**config.mk**
```make
export PLATFORM = sky130hd
export DESIGN_NAME = fft16
export DESIGN_NICKNAME = d
export VERILOG_FILES = /design/src/fft_pkg.sv /design/src/fft16.sv /design/src/fft_engine.sv /design/src/butterfly.sv /design/src/stage_addr_gen.sv /design/src/fft_apb_port.sv /design/src/mem_arbiter.sv /design/src/sample_ram.sv
export SDC_FILE = /design/constraint.sdc
export NUM_CORES = 2
export LEC_CHECK = 0
export ABC_CLOCK_PERIOD_IN_PS = 15680
export BUFFER_PORTS_ARGS = -buffer_cell sky130_fd_sc_hd__buf_2
export CORE_ASPECT_RATIO = 0.5
export CORE_MARGIN = 2
export CORE_UTILIZATION = 45
export CTS_BUF_LIST = sky130_fd_sc_hd__clkbuf_8
export DETAILED_ROUTE_END_ITERATION = 10
export PLACE_DENSITY_LB_ADDON = 0.2
export SLEW_MARGIN = 10
export SYNTH_ARGS = -nofsm -noshare
export SYNTH_HDL_FRONTEND = slang
export SYNTH_SLANG_ARGS = --single-unit
```
**constraint.sdc**
```tcl
create_clock -name clk -period 15.68 [get_ports clk]
set_input_delay 2.352 -clock clk [delete_from_list [all_inputs] [get_ports clk]]
set_output_delay 2.352 -clock clk [all_outputs]
set_load 0.05 [all_outputs]
```
**src/fft_pkg.sv**
```systemverilog
package fft_pkg;

    // **************************************************
    // Sizes
    // **************************************************
    localparam int fft_n   = 16;
    localparam int log2_n  = 4;
    localparam int addr_w  = 4;
    localparam int data_w  = 16;
    localparam int word_w  = 32;
    localparam int tw_frac = 14;

    // Q1.14 twiddles for W^k = cos(2*pi*k/16) - j*sin(2*pi*k/16)
    localparam logic signed [data_w-1:0] tw_cos [0:7] = '{
        16'sd16384, 16'sd15137, 16'sd11585, 16'sd6270,
        16'sd0, -16'sd6270, -16'sd11585, -16'sd15137
    };
    localparam logic signed [data_w-1:0] tw_sin_neg [0:7] = '{
        16'sd0, -16'sd6270, -16'sd11585, -16'sd15137,
        -16'sd16384, -16'sd15137, -16'sd11585, -16'sd6270
    };

    // APB byte addresses
    localparam logic [7:0] reg_ctrl   = 8'h00;
    localparam logic [7:0] reg_status = 8'h04;
    localparam logic [7:0] win_base   = 8'h40;

    typedef enum logic [2:0] {
        eng_idle, eng_rd_top, eng_rd_bot, eng_calc, eng_wr_top, eng_wr_bot, eng_done
    } eng_state_t;

    typedef enum logic [1:0] {agen_idle, agen_run, agen_last} agen_state_t;

    typedef enum logic [1:0] {apb_setup, apb_wait_grant, apb_wait_data} apb_state_t;

endpackage
```
**src/fft16.sv**
```systemverilog
`timescale 1ns/1ps

module fft16 import fft_pkg::*; (
    input  logic              clk,
    input  logic              rst_n,
    input  logic [7:0]        paddr,
    input  logic              psel,
    input  logic              penable,
    input  logic              pwrite,
    input  logic [word_w-1:0] pwdata,
    output logic [word_w-1:0] prdata,
    output logic              pready,
    output logic              pslverr
);

    logic              start;
    logic              busy;
    logic              done;
    logic              e_req;
    logic              e_we;
    logic [addr_w-1:0] e_addr;
    logic [word_w-1:0] e_wdata;
    logic              e_gnt;
    logic              a_req;
    logic              a_we;
    logic [addr_w-1:0] a_addr;
    logic [word_w-1:0] a_wdata;
    logic              a_gnt;
    logic              ram_en;
    logic              ram_we;
    logic [addr_w-1:0] ram_addr;
    logic [word_w-1:0] ram_wdata;
    logic [word_w-1:0] ram_rdata;

    fft_apb_port u_apb (
        .clk(clk), .rst_n(rst_n),
        .paddr(paddr), .psel(psel), .penable(penable), .pwrite(pwrite),
        .pwdata(pwdata), .prdata(prdata), .pready(pready), .pslverr(pslverr),
        .busy(busy), .done(done), .start(start),
        .req(a_req), .gnt(a_gnt), .we(a_we), .addr(a_addr), .wdata(a_wdata),
        .rdata(ram_rdata)
    );

    fft_engine u_engine (
        .clk(clk), .rst_n(rst_n), .start(start), .busy(busy), .done(done),
        .req(e_req), .gnt(e_gnt), .we(e_we), .addr(e_addr), .wdata(e_wdata),
        .rdata(ram_rdata)
    );

    // Engine first, APB second
    mem_arbiter u_arb (
        .clk(clk), .rst_n(rst_n),
        .e_req(e_req), .e_we(e_we), .e_addr(e_addr), .e_wdata(e_wdata), .e_gnt(e_gnt),
        .a_req(a_req), .a_we(a_we), .a_addr(a_addr), .a_wdata(a_wdata), .a_gnt(a_gnt),
        .ram_en(ram_en), .ram_we(ram_we), .ram_addr(ram_addr), .ram_wdata(ram_wdata)
    );

    sample_ram u_ram (
        .clk(clk), .en(ram_en), .we(ram_we), .addr(ram_addr),
        .wdata(ram_wdata), .rdata(ram_rdata)
    );

endmodule

```
**src/fft_engine.sv**
```systemverilog
`timescale 1ns/1ps

module fft_engine import fft_pkg::*; (
    input  logic              clk,
    input  logic              rst_n,
    input  logic              start,
    output logic              busy,
    output logic              done,
    output logic              req,
    input  logic              gnt,
    output logic              we,
    output logic [addr_w-1:0] addr,
    output logic [word_w-1:0] wdata,
    input  logic [word_w-1:0] rdata
);

    eng_state_t        state;
    logic [1:0]        stage_q;
    logic              rd_pend_q;
    logic [word_w-1:0] top_q;
    logic              start_stage;
    logic              advance;
    logic              valid;
    logic [addr_w-1:0] addr_top;
    logic [addr_w-1:0] addr_bot;
    logic [2:0]        tw_idx;
    logic              last_bfly;
    logic              stage_done;
    logic [word_w-1:0] res_top;
    logic [word_w-1:0] res_bot;

    // Next stage is kicked off once the generator reports the previous one
    assign start_stage = (state == eng_idle && start) || (state == eng_rd_top && stage_done);
    assign advance     = (state == eng_wr_bot) && gnt;

    assign req   = valid && (state inside {eng_rd_top, eng_rd_bot, eng_wr_top, eng_wr_bot});
    assign we    = (state == eng_wr_top) || (state == eng_wr_bot);
    assign addr  = (state == eng_rd_top || state == eng_wr_top) ? addr_top : addr_bot;
    assign wdata = (state == eng_wr_top) ? res_top : res_bot;

    stage_addr_gen u_agen (
        .clk        (clk),
        .rst_n      (rst_n),
        .start_stage(start_stage),
        .stage      (stage_q),
        .advance    (advance),
        .valid      (valid),
        .addr_top   (addr_top),
        .addr_bot   (addr_bot),
        .tw_idx     (tw_idx),
        .last_bfly  (last_bfly),
        .stage_done (stage_done)
    );

    // Bottom operand is still held in the RAM output register during calc
    butterfly u_bfly (
        .clk    (clk),
        .rst_n  (rst_n),
        .top    (top_q),
        .bot    (rdata),
        .tw_idx (tw_idx),
        .calc   (state == eng_calc),
        .res_top(res_top),
        .res_bot(res_bot)
    );

    // **************************************************
    // Butterfly sequencer
    // **************************************************
    always_ff @(posedge clk or negedge rst_n) begin
        if (!rst_n) begin
            state     <= eng_idle;
            stage_q   <= '0;
            rd_pend_q <= 1'b0;
            busy      <= 1'b0;
            done      <= 1'b0;
        end else begin
            rd_pend_q <= gnt && !we;
            case (state)
                eng_idle: if (start) begin
                    busy    <= 1'b1;
                    done    <= 1'b0;
                    stage_q <= '0;
                    state   <= eng_rd_top;
                end
                eng_rd_top: if (gnt) state <= eng_rd_bot;
                eng_rd_bot: if (gnt) state <= eng_calc;
                eng_calc:   state <= eng_wr_top;
                eng_wr_top: if (gnt) state <= eng_wr_bot;
                eng_wr_bot: if (gnt) begin
                    if (last_bfly && stage_q == 2'(log2_n - 1)) begin
                        state <= eng_done;
                    end else begin
                        if (last_bfly) stage_q <= stage_q + 1'b1;
                        state <= eng_rd_top;
                    end
                end
                eng_done: if (stage_done) begin
                    busy    <= 1'b0;
                    done    <= 1'b1;
                    stage_q <= '0;
                    state   <= eng_idle;
                end
                default: state <= eng_idle;
            endcase
        end
    end

    // top leg arrives the cycle after its read grant
    always_ff @(posedge clk) begin
        if (state == eng_rd_bot && rd_pend_q) top_q <= rdata;
    end

    a_addr_hold: assert property (@(posedge clk) disable iff (!rst_n)
        req && !gnt |=> req && $stable(addr));

endmodule

```
**src/butterfly.sv**
```systemverilog
`timescale 1ns/1ps

module butterfly import fft_pkg::*; (
    input  logic              clk,
    input  logic              rst_n,
    input  logic [word_w-1:0] top,
    input  logic [word_w-1:0] bot,
    input  logic [2:0]        tw_idx,
    input  logic              calc,
    output logic [word_w-1:0] res_top,
    output logic [word_w-1:0] res_bot
);

    logic signed [data_w-1:0]   top_re;
    logic signed [data_w-1:0]   top_im;
    logic signed [data_w-1:0]   bot_re;
    logic signed [data_w-1:0]   bot_im;
    logic signed [data_w-1:0]   wc;
    logic signed [data_w-1:0]   ws;
    logic signed [2*data_w-1:0] p_rc;
    logic signed [2*data_w-1:0] p_is;
    logic signed [2*data_w-1:0] p_rs;
    logic signed [2*data_w-1:0] p_ic;
    logic signed [17:0]         t_re;
    logic signed [17:0]         t_im;
    logic signed [17:0]         sum_re;
    logic signed [17:0]         sum_im;
    logic signed [17:0]         dif_re;
    logic signed [17:0]         dif_im;

    assign top_re = top[word_w-1:data_w];
    assign top_im = top[data_w-1:0];
    assign bot_re = bot[word_w-1:data_w];
    assign bot_im = bot[data_w-1:0];
    assign wc     = tw_cos[tw_idx];
    assign ws     = tw_sin_neg[tw_idx];

    // t = bot * W, each product floored back to integer scale
    assign p_rc = bot_re * wc;
    assign p_is = bot_im * ws;
    assign p_rs = bot_re * ws;
    assign p_ic = bot_im * wc;
    assign t_re = 18'(p_rc >>> tw_frac) - 18'(p_is >>> tw_frac);
    assign t_im = 18'(p_rs >>> tw_frac) + 18'(p_ic >>> tw_frac);

    assign sum_re = top_re + t_re;
    assign sum_im = top_im + t_im;
    assign dif_re = top_re - t_re;
    assign dif_im = top_im - t_im;

    // Halve every stage
    always_ff @(posedge clk or negedge rst_n) begin
        if (!rst_n) begin
            res_top <= '0;
            res_bot <= '0;
        end else if (calc) begin
            res_top <= {data_w'(sum_re >>> 1), data_w'(sum_im >>> 1)};
            res_bot <= {data_w'(dif_re >>> 1), data_w'(dif_im >>> 1)};
        end
    end

endmodule

```
**src/stage_addr_gen.sv**
```systemverilog
`timescale 1ns/1ps

module stage_addr_gen import fft_pkg::*; (
    input  logic              clk,
    input  logic              rst_n,
    input  logic              start_stage,
    input  logic [1:0]        stage,
    input  logic              advance,
    output logic              valid,
    output logic [addr_w-1:0] addr_top,
    output logic [addr_w-1:0] addr_bot,
    output logic [2:0]        tw_idx,
    output logic              last_bfly,
    output logic              stage_done
);

    agen_state_t       state;
    logic [1:0]        stage_q;
    logic [addr_w-1:0] i_q;
    logic [addr_w-2:0] k_q;
    logic [addr_w-1:0] span;

    assign span = addr_w'(1) << stage_q;

    // i is the even group base, k the index inside the group
    assign addr_top = (i_q << stage_q) + addr_w'(k_q);
    assign addr_bot = ((i_q + 1'b1) << stage_q) + addr_w'(k_q);
    assign tw_idx   = 3'(k_q << (log2_n - 1 - stage_q));

    assign valid      = (state == agen_run);
    assign stage_done = (state == agen_last);
    // Every stage ends on the pair whose lower leg is the last address
    assign last_bfly  = valid && (addr_bot == addr_w'(fft_n - 1));

    always_ff @(posedge clk or negedge rst_n) begin
        if (!rst_n) begin
            state   <= agen_idle;
            stage_q <= '0;
            i_q     <= '0;
            k_q     <= '0;
        end else begin
            case (state)
                agen_idle, agen_last: begin
                    if (start_stage) begin
                        state   <= agen_run;
                        stage_q <= stage;
                        i_q     <= '0;
                        k_q     <= '0;
                    end else begin
                        state <= agen_idle;
                    end
                end
                agen_run: begin
                    if (advance && last_bfly) begin
                        state <= agen_last;
                    end else if (advance) begin
                        if (addr_w'(k_q) == span - 1'b1) begin
                            k_q <= '0;
                            i_q <= i_q + 2'd2;
                        end else begin
                            k_q <= k_q + 1'b1;
                        end
                    end
                end
                default: state <= agen_idle;
            endcase
        end
    end

    // Top leg sits in the lower half of its group, so the pair never wraps
    a_span: assert property (@(posedge clk) disable iff (!rst_n)
        valid |-> (addr_w'(addr_bot - addr_top) == span) && ((addr_top & span) == '0));

endmodule

```
**src/fft_apb_port.sv**
```systemverilog
`timescale 1ns/1ps

module fft_apb_port import fft_pkg::*; (
    input  logic              clk,
    input  logic              rst_n,
    input  logic [7:0]        paddr,
    input  logic              psel,
    input  logic              penable,
    input  logic              pwrite,
    input  logic [word_w-1:0] pwdata,
    output logic [word_w-1:0] prdata,
    output logic              pready,
    output logic              pslverr,
    input  logic              busy,
    input  logic              done,
    output logic              start,
    output logic              req,
    input  logic              gnt,
    output logic              we,
    output logic [addr_w-1:0] addr,
    output logic [word_w-1:0] wdata,
    input  logic [word_w-1:0] rdata
);

    apb_state_t        state;
    logic              setup_phase;
    logic              is_win;
    logic [addr_w-1:0] win_idx;
    logic [addr_w-1:0] win_rev;

    assign setup_phase = psel && !penable;
    assign is_win      = (paddr >= win_base) && (paddr < win_base + 4 * fft_n);
    assign win_idx     = paddr[addr_w+1:2];

    // Samples go in bit-reversed so the bins come out in natural order
    always_comb begin
        for (int b = 0; b < addr_w; b++) begin
            win_rev[b] = win_idx[addr_w-1-b];
        end
    end

    // **************************************************
    // Transfer sequencing
    // **************************************************
    always_ff @(posedge clk or negedge rst_n) begin
        if (!rst_n) begin
            state   <= apb_setup;
            pready  <= 1'b0;
            pslverr <= 1'b0;
            start   <= 1'b0;
            req     <= 1'b0;
        end else begin
            pready  <= 1'b0;
            pslverr <= 1'b0;
            start   <= 1'b0;
            case (state)
                apb_setup: begin
                    if (setup_phase && is_win && busy) begin
                        pready  <= 1'b1;
                        pslverr <= 1'b1;
                    end else if (setup_phase && is_win) begin
                        req   <= 1'b1;
                        state <= apb_wait_grant;
                    end else if (setup_phase) begin
                        pready <= 1'b1;
                        start  <= pwrite && (paddr == reg_ctrl) && pwdata[0];
                    end
                end
                apb_wait_grant: begin
                    if (gnt) begin
                        req <= 1'b0;
                        if (we) begin
                            pready <= 1'b1;
                            state  <= apb_setup;
                        end else begin
                            state <= apb_wait_data;
                        end
                    end
                end
                apb_wait_data: begin
                    pready <= 1'b1;
                    state  <= apb_setup;
                end
                default: state <= apb_setup;
            endcase
        end
    end

    always_ff @(posedge clk) begin
        if (state == apb_setup && setup_phase) begin
            we     <= pwrite;
            addr   <= pwrite ? win_rev : win_idx;
            wdata  <= pwdata;
            prdata <= (paddr == reg_status) ? {{(word_w-2){1'b0}}, done, busy} : '0;
        end else if (state == apb_wait_data) begin
            prdata <= rdata;
        end
    end

    a_enable_sel: assert property (@(posedge clk) disable iff (!rst_n)
        penable |-> psel);

endmodule

```
**src/mem_arbiter.sv**
```systemverilog
`timescale 1ns/1ps

module mem_arbiter import fft_pkg::*; (
    input  logic              clk,
    input  logic              rst_n,
    // engine side
    input  logic              e_req,
    input  logic              e_we,
    input  logic [addr_w-1:0] e_addr,
    input  logic [word_w-1:0] e_wdata,
    output logic              e_gnt,
    // APB side
    input  logic              a_req,
    input  logic              a_we,
    input  logic [addr_w-1:0] a_addr,
    input  logic [word_w-1:0] a_wdata,
    output logic              a_gnt,
    // RAM side
    output logic              ram_en,
    output logic              ram_we,
    output logic [addr_w-1:0] ram_addr,
    output logic [word_w-1:0] ram_wdata
);

    logic gnt_any;

    assign gnt_any = e_gnt || a_gnt;

    // No new grant while one is live
    // The requester still holds req in its grant cycle
    always_ff @(posedge clk or negedge rst_n) begin
        if (!rst_n) begin
            e_gnt <= 1'b0;
            a_gnt <= 1'b0;
        end else begin
            e_gnt <= e_req && !gnt_any;
            a_gnt <= a_req && !e_req && !gnt_any;
        end
    end

    // Winner drives the RAM during its grant cycle
    assign ram_en    = gnt_any;
    assign ram_we    = e_gnt ? e_we : (a_gnt && a_we);
    assign ram_addr  = e_gnt ? e_addr : a_addr;
    assign ram_wdata = e_gnt ? e_wdata : a_wdata;

    // At most one grant, and only to a requester that still holds its request
    a_one_gnt: assert property (@(posedge clk) disable iff (!rst_n)
        !(e_gnt && a_gnt) && (!e_gnt || e_req) && (!a_gnt || a_req));

endmodule

```
**src/sample_ram.sv**
```systemverilog
`timescale 1ns/1ps

module sample_ram import fft_pkg::*; (
    input  logic              clk,
    input  logic              en,
    input  logic              we,
    input  logic [addr_w-1:0] addr,
    input  logic [word_w-1:0] wdata,
    output logic [word_w-1:0] rdata
);

    // Real part in the upper half, imaginary part in the lower half
    logic [word_w-1:0] mem [fft_n];

    always_ff @(posedge clk) begin
        if (en) begin
            if (we) begin
                mem[addr] <= wdata;
            end else begin
                rdata <= mem[addr];
            end
        end
    end

endmodule

```
==> out/qor.txt <==
Clock buffer depth: 3
Hold Violations, Final: 0
Layout area overhead: 7.53%
Max cap viols: 0
Worst path slowest cell: o41ai_1
Total die area: 0.155 mm2
Detail Route Antenna Nets: 0
Drt wl/cell: 22.3 um
Setup ws final: 2.04 ns
Setup-failing EPs final: 0
Final TNS setup: 0 ns
Leak Pwr: 32.9 nW
Slew @ Worst Pin: 1.29 ns
Pin count of the biggest net entering global routing: 195
Die width: 555 um
Post-CTS Resized: 0
Layout fillers: 13900
Vias: 45400
Post-Syn Nets: 7937
Rel. slew slack: 13.5%
Met1 Wirelength: 83.6 mm
Hold Crit Class: reg -> reg
Period minus WS final: 13.64 ns
Power Dens Cells: 72.6 mW/mm2
Net count, final: 7955
CTS H-tree depth: 3
Num rows: 101
FF+latch count, synth: 735
Starting DRC count in detailed routing: 3481
CP Capture Type: flip-flop
Core ar.: 0.151 mm2
Crit path max-delay family: compound AO/OA/AOI/OAI gates
Clk root buf: clkbuf_8
Clk_lat worst skew: 0.76 ns
Commonest non-fill, non-tap cell in the layout: inv_1
Fin cells: 8586
Routed wl met3: 15.2 mm
Syn Area/Cell: 10.6 um2
Core Util, Final: 48.6%
Ys flop type: edfxtp_1
Mapped Area: 0.0683 mm2
Tot GR Track Use: 25.2%
Ports: 79
Max-slew violation count: 0
Most common cell on crit path: inv_1
Synth Instances: 6454
Final period utilization: 87.0%
DP Wirelength: 142 mm
Residual DRC count: 0
Ys Warns: 0
Routed WL: 191 mm
Port Buf Inserts: 78
Initial core utilization: 45.2%
Layout cells sized above 1: 6.27%
Vias per cell: 5.29
Inst Count DP: 8363
CTS Buf Count: 115
Clock skew: 0.0611 ns
Clk sink count: 735
Commonest cells after routing, fill and taps aside: inv_1 (1396), fa_1 (960), nand2_1 (675)
Worst path buffer plus inverter count: 8
Total iterations of the first detailed-routing run: 5
# Post-CTS Setup Buffers: 0
Outcome: finished, final reports clean
Gpl congestion: 0.972
DR WL met2: 87.8 mm
Async S/R FF share, synth: 12.2%
Crit path max fanout: 36
Total congestion overflow: 0
Crit Path Class: reg -> reg
Cts hold-fix bufs: 0
Antenna violations before repair: 12
Clock-pin slew on the worst setup and hold paths: 0.06 ns
VDD IR max: 0.0000706 V
Crit path launch type: flip-flop
Synth unique cells: 79
Post-synth EDFFs: 645
Unrepaired setup endpoints after global routing: false
WP data arrival: 14.25 ns
Hold Slack: 0.436 ns
CTS tree: done
DR top layer: met5
Max incr delay on CP: 0.86 ns
Dpl ws: 2.22 ns
Fmax achieved: 0.0733 GHz
Sequential share of the synthesized area: 31.6%
Worst EP required: 16.29 ns
Vias in the first global route: 47900
Die Ht: 280 um
First-pass GRT wire length: 292 mm
cell families (layout without fill, tap and decap cells):
kind of cell	count (synthesis)	count (layout)	synth area share (%)
AOI/OAI and AO/OA	784	784	7.67
xor gates and xnor gates	197	197	2.57
adders and majority gates	1438	1438	36.9
buffers and inverters	1626	1744	8.96
DFF	735	735	31.6
muxes	53	53	0.802
other	1	7	0.00549
and+or+nand+nor	1620	1620	11.5
state kept, by name, summed over array words and instances (netlist names), 3 cells and up:
register	flops
u_engine.u_agen.k_q	3
u_apb.wdata	32
u_apb.addr	4
u_engine.top_q	32
u_engine.u_bfly.res_bot	32
u_engine.u_agen.i_q	3
u_apb.prdata	32
u_engine.state	3
u_ram.rdata	32
u_engine.u_bfly.res_top	32
u_ram.mem	512
cell type report:
cell class / instances / area [um2] / share of cell area (%)
antenna: 6 / 15.0 / 0.0204
clock buffer: 122 / 1680 / 2.29
clock inverter: 95 / 594 / 0.809
inverter: 1356 / 5090 / 6.93
multi-input combinational: 4093 / 40800 / 55.6
sequential: 735 / 21600 / 29.4
tap: 2008 / 2510 / 3.42
timing repair buffer: 171 / 1120 / 1.52
cell usage after synthesis, drive strengths merged (7+ instances only):
cell type	instances	area share, %
fa	960	28
o31ai	11	0.12
mux2i	42	0.62
and2	434	4.0
xor2	48	0.62
a21boi	8	0.088
o211ai	10	0.12
nand3	28	0.21
o21ai	130	0.95
ha	478	8.8
nor3b	7	0.077
clkbuf	248	1.4
nand2b	62	0.57
nor2	222	1.2
a31oi	46	0.44
a21o	45	0.49
a311oi	96	1.2
or2	23	0.21
mux2	11	0.19
nor3	67	0.49
inv	1356	7.5
edfxtp	645	28
o21bai	19	0.21
o21a	22	0.24
a211oi	141	1.5
nand2	676	3.7
a21oi	204	1.5
buf	22	0.14
dfrtp	90	3.3
and3	12	0.11
xnor2	147	1.9
or3	8	0.073
nor2b	47	0.43
nand4	8	0.073
power breakdown:
group / switching, mW / internal [mW] / total [mW]
logic: 1.03 / 0.475 / 1.51
clock network: 0.765 / 0.825 / 1.59
registers: 0.0222 / 2.21 / 2.24
total: 1.82 / 3.51 / 5.33
through the flow:
step	area, um2	power, mW
5_1_grt	73500	5.58
3_3_place_gp	71100	3.73
3_5_place_dp	71100	3.74
6_report	73500	5.33
2_1_floorplan	68300	3.19
4_1_cts	73400	5.35
layer usage:
| metal | vias to the layer above | track usage [%] |
|---|---|---|
| met5 | - | 0 |
| met4 | 6 | 6.54 |
| met3 | 251 | 5.92 |
| met2 | 1446 | 40.0 |
| met1 | 23100 | 34.8 |
| li1 | 20600 | - |
final timing paths:
kind / start / endpoint / slack (ns) / cells after the start
worst max register to register: u_engine.u_agen.stage_q[1] / u_engine.u_bfly.res_bot[15] / 2.04 / 46
worst min-delay path: u_apb.we / u_apb.state[1] / 0.44 / 1
worst max-delay path: u_engine.u_agen.stage_q[1] / u_engine.u_bfly.res_bot[15] / 2.04 / 46
min in group asynchronous: rst_n / u_arb.a_gnt / 1.52 / 1
max in group asynchronous: rst_n / u_engine.u_bfly.res_bot[4] / 12.94 / 2
worst min register to register: u_apb.we / u_apb.state[1] / 0.44 / 1
Note: power is estimated with default switching activity, not from simulation.
